`config.mk`:
```
export PLATFORM = sky130hd
export DESIGN_NAME = data_mmu
export DESIGN_NICKNAME = d
export VERILOG_FILES = /design/src/common/sv39_pkg.sv /design/src/common/lsu_pkg.sv /design/src/tlb/tlb_plru.sv /design/src/tlb/tlb_array.sv /design/src/source/lsu_xlate_stage.sv /design/src/source/data_mmu.sv
export SDC_FILE = /design/constraint.sdc
export NUM_CORES = 1
export LEC_CHECK = 0
export BUFFER_PORTS_ARGS = -buffer_cell sky130_fd_sc_hd__buf_2
export CAP_MARGIN = 20
export CORE_MARGIN = 4
export CORE_UTILIZATION = 45
export DETAILED_ROUTE_END_ITERATION = 10
export PLACE_DENSITY_LB_ADDON = 0.2
export SYNTH_ARGS = -nofsm -noshare
export SYNTH_HDL_FRONTEND = slang
export SYNTH_SLANG_ARGS = --single-unit
```
`constraint.sdc`:
```
create_clock -name clk_i -period 7.7 [get_ports clk_i]
set_input_delay 0.385 -clock clk_i [delete_from_list [all_inputs] [get_ports clk_i]]
set_output_delay 0.385 -clock clk_i [all_outputs]
set_load 0.01 [all_outputs]
```
`src/common/sv39_pkg.sv`:
```
// ----------------------------------------------------------
// Sv39 address widths, page table entry layout and the
// TLB refill, flush and lookup structures
// ----------------------------------------------------------

package sv39_pkg;

  // virtual and physical address widths
  localparam int unsigned VLEN          = 39;
  localparam int unsigned PLEN          = 56;
  localparam int unsigned PPNW          = 44;
  localparam int unsigned ASID_W        = 16;
  localparam int unsigned PAGE_OFFSET_W = 12;

  // vpn is three 9-bit fields, vpn2 at the top
  localparam int unsigned VPN_FIELD_W   = 9;
  localparam int unsigned VPN_W         = 3 * VPN_FIELD_W;

  // default data TLB size
  localparam int unsigned TLB_ENTRIES   = 4;

  // Sv39 page table entry, 64 bits
  typedef struct packed {
    logic [9:0]      reserved;
    logic [PPNW-1:0] ppn;
    logic [1:0]      rsw;
    logic            d;
    logic            a;
    logic            g;
    logic            u;
    logic            x;
    logic            w;
    logic            r;
    logic            v;
  } pte_t;

  // refill from the walker side
  typedef struct packed {
    logic              valid;
    logic              is_2m;
    logic              is_1g;
    logic [VPN_W-1:0]  vpn;
    logic [ASID_W-1:0] asid;
    pte_t              content;
  } tlb_update_t;

  // sfence style flush, zero fields mean all
  typedef struct packed {
    logic              valid;
    logic [ASID_W-1:0] asid;
    logic [VLEN-1:0]   vaddr;
  } tlb_flush_t;

  // combinational lookup result
  typedef struct packed {
    logic hit;
    logic is_2m;
    logic is_1g;
    pte_t content;
  } tlb_lookup_t;

endpackage

```
`src/common/lsu_pkg.sv`:
```
// ----------------------------------------------------------
// privilege levels, exception causes and the load/store
// request and response records
// ----------------------------------------------------------

package lsu_pkg;

  import sv39_pkg::*;

  // width of tval and the cause field
  localparam int unsigned xlen = 64;

  typedef enum logic [1:0] {
    PRIV_U = 2'd0,
    PRIV_S = 2'd1,
    PRIV_M = 2'd3
  } priv_lvl_e;

  // mcause/scause encodings for data page faults
  typedef enum logic [xlen-1:0] {
    LOAD_PAGE_FAULT  = 64'd13,
    STORE_PAGE_FAULT = 64'd15
  } exc_cause_e;

  typedef struct packed {
    exc_cause_e      cause;
    logic [xlen-1:0] tval;
    logic            valid;
  } exception_t;

  // one-cycle translation request from the load/store unit
  typedef struct packed {
    logic            valid;
    logic [VLEN-1:0] vaddr;
    logic            is_store;
  } lsu_req_t;

  // translated address, one cycle after the request
  typedef struct packed {
    logic            valid;
    logic [PLEN-1:0] paddr;
    exception_t      ex;
  } lsu_resp_t;

endpackage

```
`src/tlb/tlb_plru.sv`:
```
// ----------------------------------------------------------
// tree pseudo-LRU replacement state for the TLB entries
// ----------------------------------------------------------

module tlb_plru #(
  parameter int unsigned TLB_ENTRIES = sv39_pkg::TLB_ENTRIES
) (
  input  logic                           clk_i,
  input  logic                           rst_ni,
  input  logic                           touch_i,
  input  logic [$clog2(TLB_ENTRIES)-1:0] touch_idx_i,
  output logic [$clog2(TLB_ENTRIES)-1:0] victim_idx_o
);

  localparam int unsigned IDX_W = $clog2(TLB_ENTRIES);
  localparam int unsigned NODES = TLB_ENTRIES - 1;

  // heap ordered tree, root at 0, children of n at 2n+1 and 2n+2
  // a node bit of 0 points the victim search to the left subtree
  logic [NODES-1:0] tree_d;
  logic [NODES-1:0] tree_q;

  // walk the touched entry's path and point every node away from it
  always_comb begin : touch_update
    int unsigned node;
    node   = 0;
    tree_d = tree_q;
    for (int unsigned lvl = 0; lvl < IDX_W; lvl++) begin
      // node on level lvl is selected by the upper lvl index bits
      node = (1 << lvl) - 1 + (touch_idx_i >> (IDX_W - lvl));
      tree_d[node] = ~touch_idx_i[IDX_W-1-lvl];
    end
  end

  // follow the node bits from the root down to a leaf
  always_comb begin : victim_walk
    int unsigned node;
    node         = 0;
    victim_idx_o = '0;
    for (int unsigned lvl = 0; lvl < IDX_W; lvl++) begin
      victim_idx_o[IDX_W-1-lvl] = tree_q[node];
      node = 2 * node + 1 + tree_q[node];
    end
  end

  always_ff @(posedge clk_i or negedge rst_ni) begin
    if (!rst_ni) begin
      tree_q <= '0;
    end else if (touch_i) begin
      tree_q <= tree_d;
    end
  end

endmodule

```
`src/tlb/tlb_array.sv`:
```
// ----------------------------------------------------------
// fully associative data TLB entries with tag match,
// superpage handling, flush and refill
// ----------------------------------------------------------

module tlb_array
  import sv39_pkg::*;
#(
  parameter int unsigned TLB_ENTRIES = sv39_pkg::TLB_ENTRIES
) (
  input  logic              clk_i,
  input  logic              rst_ni,
  input  logic              lu_access_i,
  input  logic [VLEN-1:0]   lu_vaddr_i,
  input  logic [ASID_W-1:0] lu_asid_i,
  input  tlb_update_t       update_i,
  input  tlb_flush_t        flush_i,
  output tlb_lookup_t       lookup_o
);

  localparam int unsigned IDX_W = $clog2(TLB_ENTRIES);

  // tag part of an entry, valid bits are kept apart
  typedef struct packed {
    logic              is_2m;
    logic              is_1g;
    logic [ASID_W-1:0] asid;
    logic [VPN_W-1:0]  vpn;
  } tag_t;

  logic [TLB_ENTRIES-1:0] valid_q;
  tag_t                   tag_q     [TLB_ENTRIES];
  pte_t                   content_q [TLB_ENTRIES];

  logic [VPN_W-1:0]       lu_vpn;
  logic [VPN_W-1:0]       fl_vpn;
  logic [TLB_ENTRIES-1:0] hit_vec;
  logic [TLB_ENTRIES-1:0] flush_vec;
  logic [IDX_W-1:0]       hit_idx;
  logic [IDX_W-1:0]       free_idx;
  logic                   free_found;
  logic [IDX_W-1:0]       victim_idx;
  logic [IDX_W-1:0]       repl_idx;
  logic                   plru_touch;
  logic [IDX_W-1:0]       plru_idx;

  // page compare, superpages ignore the lower vpn fields
  function automatic logic page_match(tag_t tag, logic [VPN_W-1:0] vpn);
    logic vpn2_eq;
    logic vpn1_eq;
    logic vpn0_eq;
    vpn2_eq = tag.vpn[2*VPN_FIELD_W +: VPN_FIELD_W] == vpn[2*VPN_FIELD_W +: VPN_FIELD_W];
    vpn1_eq = tag.vpn[VPN_FIELD_W +: VPN_FIELD_W] == vpn[VPN_FIELD_W +: VPN_FIELD_W];
    vpn0_eq = tag.vpn[0 +: VPN_FIELD_W] == vpn[0 +: VPN_FIELD_W];
    return vpn2_eq && (tag.is_1g || vpn1_eq) && (tag.is_1g || tag.is_2m || vpn0_eq);
  endfunction

  assign lu_vpn = lu_vaddr_i[PAGE_OFFSET_W +: VPN_W];
  assign fl_vpn = flush_i.vaddr[PAGE_OFFSET_W +: VPN_W];

  // ----------------------------------------------------------
  // lookup and flush match
  // ----------------------------------------------------------
  always_comb begin : entry_match
    logic asid_hit;
    logic addr_hit;
    asid_hit = 1'b0;
    addr_hit = 1'b0;
    for (int i = 0; i < TLB_ENTRIES; i++) begin
      // global pages match any address space
      hit_vec[i] = valid_q[i] && page_match(tag_q[i], lu_vpn) &&
                   (tag_q[i].asid == lu_asid_i || content_q[i].g);
      // flush never removes global pages when an asid is named
      asid_hit = (tag_q[i].asid == flush_i.asid) && !content_q[i].g;
      addr_hit = page_match(tag_q[i], fl_vpn);
      flush_vec[i] = flush_i.valid &&
                     (flush_i.asid == '0 || asid_hit) &&
                     (flush_i.vaddr == '0 || addr_hit);
    end
  end

  // lowest matching entry drives the result
  always_comb begin : lookup_mux
    lookup_o = '0;
    hit_idx  = '0;
    for (int i = TLB_ENTRIES - 1; i >= 0; i--) begin
      if (hit_vec[i]) begin
        lookup_o.hit     = 1'b1;
        lookup_o.is_2m   = tag_q[i].is_2m;
        lookup_o.is_1g   = tag_q[i].is_1g;
        lookup_o.content = content_q[i];
        hit_idx          = IDX_W'(i);
      end
    end
  end

  // ----------------------------------------------------------
  // refill slot and replacement
  // ----------------------------------------------------------
  always_comb begin : refill_select
    free_found = 1'b0;
    free_idx   = '0;
    for (int i = TLB_ENTRIES - 1; i >= 0; i--) begin
      if (!valid_q[i]) begin
        free_found = 1'b1;
        free_idx   = IDX_W'(i);
      end
    end
  end

  // an invalid slot is used before evicting anything
  assign repl_idx = free_found ? free_idx : victim_idx;

  // refill wins over a lookup hit in the same cycle
  assign plru_touch = update_i.valid || (lu_access_i && lookup_o.hit);
  assign plru_idx   = update_i.valid ? repl_idx : hit_idx;

  tlb_plru #(
    .TLB_ENTRIES(TLB_ENTRIES)
  ) plru_inst (
    .clk_i       (clk_i),
    .rst_ni      (rst_ni),
    .touch_i     (plru_touch),
    .touch_idx_i (plru_idx),
    .victim_idx_o(victim_idx)
  );

  // flush clears first, a refill on the same edge still lands
  always_ff @(posedge clk_i or negedge rst_ni) begin
    if (!rst_ni) begin
      valid_q <= '0;
    end else begin
      valid_q <= valid_q & ~flush_vec;
      if (update_i.valid) begin
        valid_q[repl_idx] <= 1'b1;
      end
    end
  end

  always_ff @(posedge clk_i) begin
    if (update_i.valid) begin
      tag_q[repl_idx].is_2m <= update_i.is_2m;
      tag_q[repl_idx].is_1g <= update_i.is_1g;
      tag_q[repl_idx].asid  <= update_i.asid;
      tag_q[repl_idx].vpn   <= update_i.vpn;
      content_q[repl_idx]   <= update_i.content;
    end
  end

endmodule

```
`src/source/lsu_xlate_stage.sv`:
```
// ----------------------------------------------------------
// data translation stage, cycle-0 hit and ppn, cycle-1
// physical address, page-fault checks and miss pulse
// ----------------------------------------------------------

module lsu_xlate_stage
  import sv39_pkg::*;
  import lsu_pkg::*;
(
  input  logic            clk_i,
  input  logic            rst_ni,
  input  logic            en_translation_i,
  input  priv_lvl_e       priv_lvl_i,
  input  logic            sum_i,
  input  lsu_req_t        lsu_req_i,
  input  tlb_lookup_t     lookup_i,
  output logic            lu_access_o,
  output logic            lsu_dtlb_hit_o,
  output logic [PPNW-1:0] lsu_dtlb_ppn_o,
  output lsu_resp_t       lsu_resp_o,
  output logic            dtlb_miss_o
);

  logic [PLEN-1:0] vaddr_ext;
  logic [PLEN-1:0] vaddr_ext_q;

  // cycle-1 state
  logic            req_valid_q;
  logic [VLEN-1:0] vaddr_q;
  logic            is_store_q;
  tlb_lookup_t     lookup_q;

  logic            perm_err;
  logic [xlen-1:0] tval;
  pte_t            pte_q;

  // replace the low ppn bits by vaddr bits on superpages
  function automatic logic [PPNW-1:0] merge_ppn(logic [PPNW-1:0] ppn,
                                                logic [VLEN-1:0] vaddr,
                                                logic            is_2m,
                                                logic            is_1g);
    logic [PPNW-1:0] merged;
    merged = ppn;
    if (is_2m) begin
      merged[VPN_FIELD_W-1:0] = vaddr[PAGE_OFFSET_W +: VPN_FIELD_W];
    end
    if (is_1g) begin
      merged[2*VPN_FIELD_W-1:0] = vaddr[PAGE_OFFSET_W +: 2*VPN_FIELD_W];
    end
    return merged;
  endfunction

  // ----------------------------------------------------------
  // cycle 0
  // ----------------------------------------------------------
  // bare mode address, zero extended to PLEN
  assign vaddr_ext = PLEN'(lsu_req_i.vaddr);

  // replacement state only tracks translated requests
  assign lu_access_o = lsu_req_i.valid && en_translation_i;

  // translation off always hits
  assign lsu_dtlb_hit_o = en_translation_i ? lookup_i.hit : 1'b1;

  assign lsu_dtlb_ppn_o = en_translation_i ?
                          merge_ppn(lookup_i.content.ppn, lsu_req_i.vaddr,
                                    lookup_i.is_2m, lookup_i.is_1g) :
                          vaddr_ext[PLEN-1:PAGE_OFFSET_W];

  // ----------------------------------------------------------
  // stage register
  // ----------------------------------------------------------
  always_ff @(posedge clk_i or negedge rst_ni) begin
    if (!rst_ni) begin
      req_valid_q <= 1'b0;
    end else begin
      req_valid_q <= lsu_req_i.valid;
    end
  end

  always_ff @(posedge clk_i) begin
    vaddr_q    <= lsu_req_i.vaddr;
    is_store_q <= lsu_req_i.is_store;
    lookup_q   <= lookup_i;
  end

  // ----------------------------------------------------------
  // cycle 1
  // ----------------------------------------------------------
  assign pte_q       = lookup_q.content;
  assign vaddr_ext_q = PLEN'(vaddr_q);

  // tval carries the sign extended virtual address
  assign tval = {{(xlen - VLEN){vaddr_q[VLEN-1]}}, vaddr_q};

  // supervisor may touch user pages only with SUM set
  // user may touch only user pages
  assign perm_err = en_translation_i &&
                    ((priv_lvl_i == PRIV_S && !sum_i && pte_q.u) ||
                     (priv_lvl_i == PRIV_U && !pte_q.u));

  always_comb begin : resp_build
    lsu_resp_o  = '0;
    dtlb_miss_o = 1'b0;
    if (!en_translation_i) begin
      // bare mode, pass the address through
      lsu_resp_o.valid = req_valid_q;
      lsu_resp_o.paddr = vaddr_ext_q;
    end else begin
      lsu_resp_o.paddr = {merge_ppn(pte_q.ppn, vaddr_q, lookup_q.is_2m, lookup_q.is_1g),
                          vaddr_q[PAGE_OFFSET_W-1:0]};
      if (req_valid_q && lookup_q.hit) begin
        lsu_resp_o.valid = 1'b1;
        if (is_store_q) begin
          // stores need a writable page with the dirty bit already set
          if (!pte_q.w || !pte_q.d || perm_err) begin
            lsu_resp_o.ex.cause = STORE_PAGE_FAULT;
            lsu_resp_o.ex.tval  = tval;
            lsu_resp_o.ex.valid = 1'b1;
          end
        end else if (perm_err) begin
          lsu_resp_o.ex.cause = LOAD_PAGE_FAULT;
          lsu_resp_o.ex.tval  = tval;
          lsu_resp_o.ex.valid = 1'b1;
        end
      end else begin
        // no response on a miss, the requester refills and retries
        dtlb_miss_o = req_valid_q;
      end
    end
  end

endmodule

```
`src/source/data_mmu.sv`:
```
// ----------------------------------------------------------
// data-side Sv39 MMU top, TLB array and translation stage
// ----------------------------------------------------------

module data_mmu
  import sv39_pkg::*;
  import lsu_pkg::*;
(
  input  logic              clk_i,
  input  logic              rst_ni,
  input  logic              en_translation_i,
  input  priv_lvl_e         priv_lvl_i,
  input  logic              sum_i,
  input  logic [ASID_W-1:0] asid_i,
  input  lsu_req_t          lsu_req_i,
  output logic              lsu_dtlb_hit_o,
  output logic [PPNW-1:0]   lsu_dtlb_ppn_o,
  output lsu_resp_t         lsu_resp_o,
  output logic              dtlb_miss_o,
  input  tlb_update_t       update_i,
  input  tlb_flush_t        flush_i
);

  // combinational lookup from the cycle-0 address
  tlb_lookup_t lookup;
  logic        lu_access;

  tlb_array #(
    .TLB_ENTRIES(TLB_ENTRIES)
  ) tlb_array_inst (
    .clk_i      (clk_i),
    .rst_ni     (rst_ni),
    .lu_access_i(lu_access),
    .lu_vaddr_i (lsu_req_i.vaddr),
    .lu_asid_i  (asid_i),
    .update_i   (update_i),
    .flush_i    (flush_i),
    .lookup_o   (lookup)
  );

  lsu_xlate_stage xlate_inst (
    .clk_i           (clk_i),
    .rst_ni          (rst_ni),
    .en_translation_i(en_translation_i),
    .priv_lvl_i      (priv_lvl_i),
    .sum_i           (sum_i),
    .lsu_req_i       (lsu_req_i),
    .lookup_i        (lookup),
    .lu_access_o     (lu_access),
    .lsu_dtlb_hit_o  (lsu_dtlb_hit_o),
    .lsu_dtlb_ppn_o  (lsu_dtlb_ppn_o),
    .lsu_resp_o      (lsu_resp_o),
    .dtlb_miss_o     (dtlb_miss_o)
  );

endmodule

```
# After elaboration in Yosys (flattened, before gate mapping)
# Memory sizes are Yosys's and may differ from the RTL's.
# Cells that the tools add are included.
dict set report word_totals {
  register_bits 98
  ramBits 436
  wordCells 194
  n_memories 2
}
dict set report op_classes {
  n_addsub 2
  magnitude_cmp 5
  eq_ne 33
  mux 43
  bitwise_logic 5
  reduce_logical 92
}
# name depth width read_ports rd_ports_with_merged_regs write_ports line
set memory_table {}
lappend memory_table {tlb_array_inst.content_q 4 64 4 0 1 tlb_array.sv:33} ;# pte_t content_q [TLB_ENTRIES];
lappend memory_table {tlb_array_inst.tag_q 4 45 4 0 1 tlb_array.sv:32} ;# tag_t tag_q [TLB_ENTRIES];
# op count
set ops {}
lappend ops {{$mux W67} 4}
lappend ops {{$mux W129} 2}
lappend ops {{$eq A9 B9 Y1} 24}
lappend ops {{$mux W69} 3}
lappend ops {{$eq A16 B16 Y1} 8}
lappend ops {{$mux W57} 1}
lappend ops {{$logic_and A1 B1 Y1} 45}
lappend ops {{$mux W44} 1}
lappend ops {{$logic_not A39 Y1} 1}
lappend ops {{$logic_or A1 B1 Y1} 36}
lappend ops {{$mux W18} 2}
lappend ops {{$mux W2} 10}
lappend ops {{$mux W9} 2}
lappend ops {{$logic_not A16 Y1} 1}
lappend ops {{$mux W1} 13}
lappend ops {{$lt A2 B3 Y1 const B} 3}
lappend ops {{$logic_not A1 Y1} 8}
lappend ops {{$add A1 B1 Y2 const A} 2}
lappend ops {{$and A4 B4 Y4} 1}
lappend ops {{$demux W1 S2} 2}
lappend ops {{$ge A2 B1 Y1 const B} 2}
lappend ops {{$mux W4} 1}
lappend ops {{$not A4 Y4} 1}
lappend ops {{$or A4 B4 Y4} 1}
lappend ops {{5 further kinds} 6}

# Depth between registers and ports, before layout
# Gate-level depths: netlist (run 1).
# An unclocked memory read counts as a cell.
dict set report logic_depth {
  depth_word 18
  depth_mapped 12
}

# Modules after synthesis
# Synthesis (run 1) repeated with hierarchy kept, for this count alone.
dict set report hier_totals {
  cells_unflattened 1684
  hier_area_um2 24134.4
}
# module n_inst cells_per_inst area_per_inst_um2 seq_area_each_um2
set by_module_without_submodules {}
lappend by_module_without_submodules {tlb_array 1 1316 19900.3 13192.7}
lappend by_module_without_submodules {lsu_xlate_stage 1 354 4096.4 1826.8}
lappend by_module_without_submodules {tlb_plru 1 14 137.6 75.1}

# Worst setup path before layout (run 1)
# No wires, ideal clock.
dict set report synth_path {
  path_type {register to register}
  startpoint {reg tlb_array_inst.plru_inst.tree_q[0]}
  endpoint {mem tlb_array_inst.content_q[0][10] (netlist name), enable pin}
  setup_time_ns 0.547
  arrival_ns 4.794
  required_time_ns 7.153
  path_slack_ns 2.359
  stages_incl_launch_ff 7
  synth_period_minus_slack_ns 5.341
  cell_sequence {dfrtp_1 > mux2i_1 > nand2_1 > nand2_1 > nand2_1 > and2_1 > nor2_1}
}
dict set report synth_via {
  elab_chain_cells 4
}
# element line
set synth_rtl {}
lappend synth_rtl {{start, declared} tlb_plru.sv:21} ;# logic [NODES-1:0] tree_q;
lappend synth_rtl {{start signal, assigned} tlb_plru.sv:50} ;# tree_q <= tree_d;
lappend synth_rtl {{$add A1 B1 Y2} tlb_plru.sv:42} ;# node = 2 * node + 1 + tree_q[node];
lappend synth_rtl {{$bmux W1 S2} tlb_plru.sv:41} ;# victim_idx_o[IDX_W-1-lvl] = tree_q[node];
lappend synth_rtl {{$mux W1 (implied by the code)} tlb_plru.sv:41}
lappend synth_rtl {{$mux W2 (*)} tlb_array.sv:112} ;# assign repl_idx = free_found ? free_idx : victim_idx;
lappend synth_rtl {{end, declared} tlb_array.sv:33}
# Mark *: on every way between the ends. The rest lies on a longest branch, timed or not. The select of a mux whose other input is x is not followed.

==> results.py, run 1 <==
metrics = {
    "status": {
        "outcome": "finished clean",
    },
    "timing": {
        "fin_skew_ps": 16.0,
        "finalSetupViolCount": 0,
        "min_period_over_period_pct": 71.3,
        "maxSlewHeadroom_pct": 30.5,
        "grt_setup_unrepaired": "no",
        "slew_viol_final": 0,
        "setup_tns_ps": 0,
        "max_freq_mhz": 182,
        "min_period_ps": 5490,
        "finalHoldViolCount": 0,
        "tightest_slew_ps": 1030,
    },
    "synth": {
        "synth_edf_count": 372,
        "syn-instance-count": 1656,
        "post_synth_most_frequent_cells": "edfxtp_1, xor2_1, xnor2_1",
        "avgSynthCellArea_sq_um": 12.9,
        "synth.yosys.seq_area_share_pct": 61.8,
        "async_flop_share_pct": 1.70,
        "yosysWarnings": 0,
        "synth.largest_area_cell": "edfxtp_1",
        "synth_top_area_share_pct": 52.4,
        "synth_seq_cells": 470,
        "synth_area_leaders": "edfxtp_1, dfxtp_1, xor2_1, xnor2_1, buf_4",
        "ys.flop_type": "edfxtp_1",
        "synth_cell_types": 52,
        "synth_area_sq_mm": 0.0213,
        "post-synth-top-count-cell": "edfxtp_1",
    },
    "clock_network": {
        "path_clk_slew_ps": 60,
        "cts_setup_buffers": 0,
        "clock_path_buffers": 3,
        "cts_buffers": 51,
        "root_buffer": "clkbuf_16",
        "cts_tree": "done",
        "insertion_delay_ps": 580,
        "htree_levels": 2,
        "cts.sinks": 470,
    },
    "grt": {
        "grt_pass1_vias": 14147,
        "grt_max_degree": 82,
        "antenna_found_initial": 5,
        "grtUsageTotal_pct": 23.1,
        "grt_pass1_wl_mm": 88.4,
        "overflow": 0,
    },
    "critical_path": {
        "reg2reg_slack_ps": 3980,
        "reg2reg_depth": 8,
        "r2r-start": "tlb_array_inst.tag_q[1][42]",
        "timing.rr.end": "xlate_inst.lookup_q[49]",
        "critPathCaptureType": "output pin",
        "required_ps": 7320,
        "cp_max_fo": 19,
        "critPathArrivalTime_ps": 5110,
        "criticalPathCategory": "flop to output pin",
        "cp-start-kind": "flop",
    },
    "placed_design": {
        "placed_cells": 2509,
        "port-buffer-count": 384,
        "placed_area_sq_mm": 0.0232,
        "dp.final_hpwl_mm": 43.1,
        "gp_congestion": 0.935,
    },
    "floorplan": {
        "die_h_microns": 226,
        "start_util_pct": 45.7,
        "coreArea_sq_mm": 0.0467,
        "ioPinCount": 461,
        "die_w_microns": 226,
        "dieArea_sq_mm": 0.0509,
        "rows": 79,
    },
    "final_layout": {
        "drive_gt1_share_pct": 25.8,
        "area_growth_pct": 20.9,
        "nNetsFinal": 2268,
        "layout.cells.non_filler": 2689,
        "utilization_pct": 55.2,
        "final.fill_count": 3938,
        "fin_area_sq_mm": 0.0258,
        "multi_input_area_sq_mm": 0.00715,
        "regArea_sq_mm": 0.0132,
    },
    "hold_path": {
        "hp-class": "input port to flop",
        "worstHoldStart": "update_i[75]",
        "whs_path_depth": 1,
        "worstHoldEndpoint": "tlb_array_inst.tag_q[1][38]",
    },
    "pwr": {
        "combPwrFrac_pct": 17.3,
        "switching_share_pct": 28.5,
        "power_frac_seq_pct": 49.9,
        "pwr-share-clk_pct": 32.8,
        "p_switching_uw": 2150,
        "leakagePower_uw": 0.00993,
        "peakVddDrop_mv": 0.210,
        "power.internal_uw": 5370,
        "power_density_mw_per_mm2": 292,
    },
    "detailed_routing": {
        "dr.pass1.iters": 5,
        "routedWlPerCell_microns": 22.7,
        "drt_iter0_drc": 1073,
        "via_count": 14158,
        "routed_via_density": 5.27,
        "totalWireLength_mm": 61.0,
        "detail-route-antenna-nets": 0,
        "drc": 0,
    },
    "run": {
        "cap_violations": 0,
    },
}
==> state kept, by name, summed over array words and instances, names as in the netlist <==
name and count:
xlate_inst.vaddr_q 39, tlb_array_inst.plru_inst.tree_q 3, tlb_array_inst.content_q 192, xlate_inst.lookup_q 50, tlb_array_inst.valid_q 4, xlate_inst.req_valid_q 1, tlb_array_inst.tag_q 180, xlate_inst.is_store_q 1
==> how the worst max path moves through the flow <==
stage | from | endpoint | depth (start not counted)
floorplan | tlb_array_inst.plru_inst.tree_q[0] | tlb_array_inst.content_q[0][10] | 6
global placement | asid_i[15] | lsu_dtlb_ppn_o[2] | 11
detailed placement | asid_i[15] | lsu_dtlb_ppn_o[2] | 11
CTS | tlb_array_inst.tag_q[0][42] | lsu_dtlb_ppn_o[2] | 10
global route | tlb_array_inst.tag_q[0][42] | lsu_dtlb_ppn_o[2] | 10
finish | tlb_array_inst.tag_q[0][42] | lsu_dtlb_ppn_o[2] | 10
==> metal layers <==
metal / share of wire, % / GRT usage (%) / vias to the layer above / wire [microns]
met3: 7.0 / 5.08 / 93 / 4280
li1: - / - / 6529 / -
met5: 0.048 / 0 / - / 29
met4: 2.2 / 5.81 / 6 / 1360
met1: 41 / 30.6 / 6991 / 25200
met2: 49 / 38.9 / 539 / 30100
==> power groups by stage <==
stage | combinational (uW) | sequential [uW] | clock (uW)
6_report | 1300 | 3750 | 2460
2_1_floorplan | 800 | 3810 | 0
4_1_cts | 1320 | 3750 | 2510
3_3_place_gp | 1270 | 3780 | 0
5_1_grt | 1400 | 3800 | 2630
3_5_place_dp | 1270 | 3800 | 0
==> placed cells by master, fill, tap and decap left out, types with 32 or more instances in the layout <==
cell	count
edfxtp_1	372
buf_2	384
nand2_1	64
xnor2_1	141
clkbuf_16	56
o21ai_0	62
nor2_1	58
conb_1	60
nand4_1	32
dfxtp_1	90
dlygate4sd3_1	84
xor2_1	203
nor4_1	58
mux2_2	38
and2_1	76
==> kinds of logic (layout without fill, tap and decap cells) <==
| kind of cell | Yosys count | after routing | share of synthesized area [%] |
|---|---|---|---|
| other cells | 1 | 61 | 0.0176 |
| simple gates | 370 | 370 | 9.24 |
| buf+inv | 222 | 588 | 5.87 |
| flops | 470 | 470 | 61.8 |
| xor+xnor | 344 | 344 | 14.1 |
| mux | 51 | 51 | 2.67 |
| compound gates | 198 | 198 | 6.25 |
==> critical path: stages (launching register included) <==
cell and delay (ps):
edfxtp_1 420, xor2_1 170, nor4_1 670, a41o_1 420
nand4_1 720, buf_4 520, o21a_1 140, o32a_1 230
nor2b_1 690, mux2_1 390, buf_2 150
==> cell type report <==
cell class,instances,share of cell area (%)
sequential,470,51.1
multi-input combinational,1023,27.8
clock buffer,82,6.29
antenna,1,0.00972
tap,607,2.95
timing repair buffer,488,11.3
clock inverter,13,0.452
inverter,5,0.0729
==> timing repair <==
| action | in CTS | in global routing |
|---|---|---|
| endpoints found under the hold margin | 281 | 0 |
| gates resized for setup | 0 | 0 |
| hold buffers | 84 | 0 |
==> metrics by stage <==
| step | setup WS [ps] | hold WS, ps | total power, uW |
|---|---|---|---|
| global placement | 2560 | 262 | 5050 |
| finish | 2210 | 28.2 | 7520 |
| floorplan | 2360 | 89.4 | 4610 |
| detailed placement | 2690 | 260 | 5070 |
| CTS | 2200 | 0.0432 | 7580 |
| global route | 1930 | 4.55 | 7830 |
Power figures use the tool's default switching activity.
==> run 2: changes to the inputs <==
==> constraint.sdc (replaced) <==
create_clock -name clk_i -period 4.5 [get_ports clk_i]
set_input_delay 0.225 -clock clk_i [delete_from_list [all_inputs] [get_ports clk_i]]
set_output_delay 0.225 -clock clk_i [all_outputs]
set_load 0.01 [all_outputs]
==> results.py, run 2 (synthesized netlist as in run 1, its figures left out) <==
metrics = {
    "placed_design": {
        "placed_cells": 2514,
        "port-buffer-count": 384,
        "dp.final_hpwl_mm": 43.7,
        "gp_congestion": 0.932,
    },
    "clock_network": {
        "insertion_delay_ps": 590,
        "cts_tree": "done",
        "clock_path_buffers": 3,
        "cts_buffers": 50,
        "htree_levels": 2,
        "path_clk_slew_ps": 60,
        "cts.sinks": 470,
        "root_buffer": "clkbuf_16",
        "cts_setup_buffers": 0,
    },
    "timing": {
        "min_period_ps": 4300,
        "tightest_slew_ps": 1010,
        "hold_slack_ps": 54.5,
        "finalSetupViolCount": 0,
        "max_freq_mhz": 233,
        "fin_skew_ps": 23.9,
        "grt_setup_unrepaired": "no",
        "setup_tns_ps": 0,
        "slew_viol_final": 0,
        "maxSlewHeadroom_pct": 32.7,
        "min_period_over_period_pct": 95.5,
        "finalHoldViolCount": 0,
    },
    "hold_path": {
        "hp-class": "input port to asynchronous set/reset pin",
    },
    "critical_path": {
        "cp_max_fo": 31,
        "cp_slowest_cell": "nor4_1",
        "cp-start-kind": "flop",
        "critPathCaptureType": "output pin",
        "cp_common_cell": "buf_4",
        "cp_top_family": "compound AO/OA/AOI/OAI gates",
        "crit_chain": "xor2_1, nor4_1, a41oi_1, a2111oi_4, buf_4, and3b_1, o32a_1, nor2b_1, buf_4, mux2_1, buf_2",
        "critPathMaxStageDelay_ps": 480,
        "required_ps": 4280,
        "criticalPathCategory": "flop to output pin",
        "path_buf_inv": 3,
        "critPathArrivalTime_ps": 4070,
    },
    "grt": {
        "grt_pass1_wl_mm": 91.8,
        "antenna_found_initial": 7,
        "grt_max_degree": 64,
        "grtUsageTotal_pct": 23.7,
        "overflow": 0,
        "grt_pass1_vias": 14659,
    },
    "detailed_routing": {
        "routed_via_density": 5.23,
        "routedWlPerCell_microns": 22.6,
        "via_count": 14386,
        "drt_iter0_drc": 939,
        "detail-route-antenna-nets": 0,
        "dr.pass1.iters": 5,
        "totalWireLength_mm": 62.1,
        "drc": 0,
    },
    "final_layout": {
        "largest_registers": "tlb_array_inst.content_q x192, tlb_array_inst.tag_q x180, xlate_inst.lookup_q x50",
        "drive_gt1_share_pct": 25.2,
        "utilization_pct": 56.4,
        "area_growth_pct": 23.5,
        "largest_reg_flops": 192,
        "nNetsFinal": 2325,
        "multi_input_area_sq_mm": 0.00716,
        "final.fill_count": 3879,
        "top_register": "tlb_array_inst.content_q",
        "layout_common_cells": "buf_2, edfxtp_1, xor2_1",
        "final_common_cell": "buf_2",
        "regArea_sq_mm": 0.0132,
        "layout.cells.non_filler": 2750,
    },
    "floorplan": {
        "die_w_microns": 226,
        "start_util_pct": 45.7,
        "rows": 79,
        "coreArea_sq_mm": 0.0467,
        "die_h_microns": 226,
        "dieArea_sq_mm": 0.0509,
        "ioPinCount": 461,
    },
    "status": {
        "outcome": "finished clean",
    },
    "pwr": {
        "power_density_mw_per_mm2": 491,
        "peakVddDrop_mv": 0.368,
        "leakagePower_uw": 0.0102,
    },
    "run": {
        "cap_violations": 0,
    },
}
run 2: report_power, final:
group	switching (uW)	internal, uW	total, uW
logic	1500	794	2290
clock network	1710	2500	4210
registers	505	5920	6420
total	3710	9210	12900
run 2: cell type report:
class	count	area share [%]
Clock buffer	67	5.23
Timing Repair Buffer	546	13.3
Clock inverter	27	1.19
Tap cell	607	2.89
Antenna cell	5	0.0475
Inverter	5	0.0713
Sequential cell	470	50.1
Multi-Input combinational cell	1023	27.2
run 2: layer usage:
| layer | GRT usage (%) | part of all wire [%] | vias to the layer above |
|---|---|---|---|
| li1 | - | - | 6630 |
| met1 | 31.6 | 42 | 7121 |
| met2 | 40.5 | 50 | 546 |
| met3 | 4.64 | 6.0 | 83 |
| met4 | 5.53 | 1.8 | 6 |
| met5 | 0 | 0.044 | - |
run 2: timing repair:
item,4_1_cts,5_1_grt
setup endpoints to repair,0,2
gates resized for setup,0,1
hold buffers,137,0
hold endpoints to repair,425,0
run 2: worst paths after layout:
kind	from	endpoint	slack [ps]	depth (start not counted)
setup / recovery	tlb_array_inst.tag_q[3][28]	lsu_dtlb_ppn_o[6]	200	11
hold / removal	rst_ni	xlate_inst.req_valid_q	50	2
setup reg to reg	tlb_array_inst.tag_q[2][28]	tlb_array_inst.plru_inst.tree_q[2]	1080	9
hold reg to reg	tlb_array_inst.content_q[0][4]	xlate_inst.lookup_q[4]	450	2
max in group asynchronous	rst_ni	tlb_array_inst.valid_q[1]	4230	2
min in group clk_i	lsu_req_i[10]	xlate_inst.vaddr_q[9]	280	2
run 2: through the flow:
stage	instance area, sq um	power, uW	setup WS (ps)
final	26300	12900	204
after global routing	26300	13400	73.2
after global placement	23200	8670	863
after CTS	26300	13000	179
after floorplan	21500	7890	-841
after detailed placement	23200	8700	819
==> run 3: changes to the inputs <==
==> constraint.sdc (replaced) <==
create_clock -name clk_i -period 4.3 [get_ports clk_i]
set_input_delay 0.215 -clock clk_i [delete_from_list [all_inputs] [get_ports clk_i]]
set_output_delay 0.215 -clock clk_i [all_outputs]
set_load 0.01 [all_outputs]
==> results.py, run 3 (synthesized netlist as in run 1, its figures left out) <==
metrics = {
    "placed_design": {
        "gp_congestion": 0.906,
        "port-buffer-count": 384,
        "dp.final_hpwl_mm": 43.9,
    },
    "grt": {
        "grtUsageTotal_pct": 23.7,
        "overflow": 0,
        "grt_pass1_vias": 14794,
        "antenna_found_initial": 7,
        "grt_pass1_wl_mm": 91.4,
        "grt_max_degree": 63,
    },
    "detailed_routing": {
        "drc": 0,
        "detail-route-antenna-nets": 0,
        "dr.pass1.iters": 5,
        "routed_via_density": 5.24,
        "via_count": 14431,
        "totalWireLength_mm": 62.5,
        "drt_iter0_drc": 1059,
        "routedWlPerCell_microns": 22.7,
    },
    "hold_path": {
        "hp-class": "input port to asynchronous set/reset pin",
    },
    "final_layout": {
        "largest_registers": "tlb_array_inst.content_q x192, tlb_array_inst.tag_q x180, xlate_inst.lookup_q x50",
        "layout_common_cells": "buf_2, edfxtp_1, xor2_1",
        "area_growth_pct": 23.6,
        "top_register": "tlb_array_inst.content_q",
        "final_common_cell": "buf_2",
        "largest_reg_flops": 192,
        "drive_gt1_share_pct": 25.1,
        "nNetsFinal": 2329,
    },
    "clock_network": {
        "htree_levels": 2,
        "path_clk_slew_ps": 60,
        "root_buffer": "clkbuf_16",
        "cts.sinks": 470,
        "cts_buffers": 50,
        "clock_path_buffers": 3,
        "cts_tree": "done",
        "insertion_delay_ps": 590,
    },
    "timing": {
        "tightest_slew_ps": 971,
        "maxSlewHeadroom_pct": 35.3,
        "slew_viol_final": 0,
        "fin_skew_ps": 25.8,
        "min_period_over_period_pct": 98.7,
        "min_period_ps": 4240,
        "finalSetupViolCount": 0,
        "max_freq_mhz": 236,
        "setup_tns_ps": 0,
        "grt_setup_unrepaired": "no",
        "finalHoldViolCount": 0,
    },
    "floorplan": {
        "die_h_microns": 226,
        "die_w_microns": 226,
        "dieArea_sq_mm": 0.0509,
        "start_util_pct": 45.7,
        "ioPinCount": 461,
        "coreArea_sq_mm": 0.0467,
        "rows": 79,
    },
    "run": {
        "cap_violations": 0,
    },
    "critical_path": {
        "critPathArrivalTime_ps": 4030,
        "criticalPathCategory": "flop to output pin",
        "critPathCaptureType": "output pin",
        "cp_max_fo": 9,
        "cp-start-kind": "flop",
        "required_ps": 4090,
    },
    "pwr": {
        "peakVddDrop_mv": 0.388,
        "leakagePower_uw": 0.0102,
        "finalPower_uw": 13400,
        "power_density_mw_per_mm2": 509,
    },
    "status": {
        "outcome": "finished clean",
    },
}
==> run 3: cell types whose count changed in the layout (fill, tap and decap cells not counted), sizes merged <==
cell         delta
clkbuf          +3
clkinv          +3
dlygate4sd3     +1
inv             -2
clkinvlp        -2
diode           -2
buf             +3
bufinv          -2
==> run 3: where the power goes <==
group / internal [uW] / leakage (uW) / switching (uW)
logic: 840 / 0.00512 / 1580
registers: 6190 / 0.00424 / 528
clock network: 2500 / 0.000801 / 1780
total: 9530 / 0.0102 / 3880
==> run 3: path summary, 6_finish.rpt <==
check | slack [ps] | startpoint | end | cells past startpoint
setup / recovery | 60 | tlb_array_inst.tag_q[2][28] | lsu_dtlb_ppn_o[8] | 10
hold / removal | 30 | rst_ni | xlate_inst.req_valid_q | 2
setup reg to reg | 1020 | tlb_array_inst.tag_q[2][28] | tlb_array_inst.plru_inst.tree_q[2] | 9
hold reg to reg | 450 | tlb_array_inst.content_q[0][7] | xlate_inst.lookup_q[7] | 2
max in group asynchronous | 3480 | rst_ni | tlb_array_inst.plru_inst.tree_q[2] | 3
min in group clk_i | 160 | en_translation_i | tlb_array_inst.plru_inst.tree_q[0] | 3
==> run 3: metrics by stage <==
stage / hold WS, ps / std cells / setup slack (ps) / util [%] / area, sq um
final: 27.9 / 2752 / 55.8 / 56.4 / 26300
after global routing: 32.0 / 2752 / 0.163 / 56.4 / 26300
after CTS: 0.0154 / 2749 / 20.9 / 56.4 / 26300
after detailed placement: 95.8 / 2517 / 468 / 49.9 / 23300
after global placement: 95.2 / 2517 / 446 / 49.9 / 23300
after floorplan: -80.6 / 1715 / -1040 / - / 21500
==> run 3: what timing repair did <==
item | CTS | global route
hold buffers | 138 | 0
gates resized for setup | 3 | 3
hold endpoints to repair | 426 | 0
setup endpoints to repair | 14 | 24
buffers inserted | 0 | 0
==> run 3: critical path, cell delays in order (launching register included) <==
cell and delay [ps]:
edfxtp_1 440, xor2_1 180, nor4_2 430, a41o_1 400
and4b_1 250, o2111ai_1 230, a21oi_4 440, nor2b_1 350
buf_4 250, mux2_1 340, buf_2 140
==> run 3: metal layers <==
| layer | track usage (%) | part of all wire [%] | vias up |
|---|---|---|---|
| li1 | - | - | 6640 |
| met1 | 31.1 | 41 | 7078 |
| met2 | 39.7 | 49 | 584 |
| met3 | 5.08 | 7.1 | 123 |
| met4 | 7.84 | 3.3 | 6 |
| met5 | 0 | 0.053 | - |
==> run 3: layout make-up <==
cell class	instances	area, sq um
sequential	470	13200
timing repair buffer	550	3550
antenna	3	7.51
inverter	5	18.8
fill	3836	20300
multi-input combinational	1023	7190
clock buffer	70	1390
tap	607	759
clock inverter	24	249
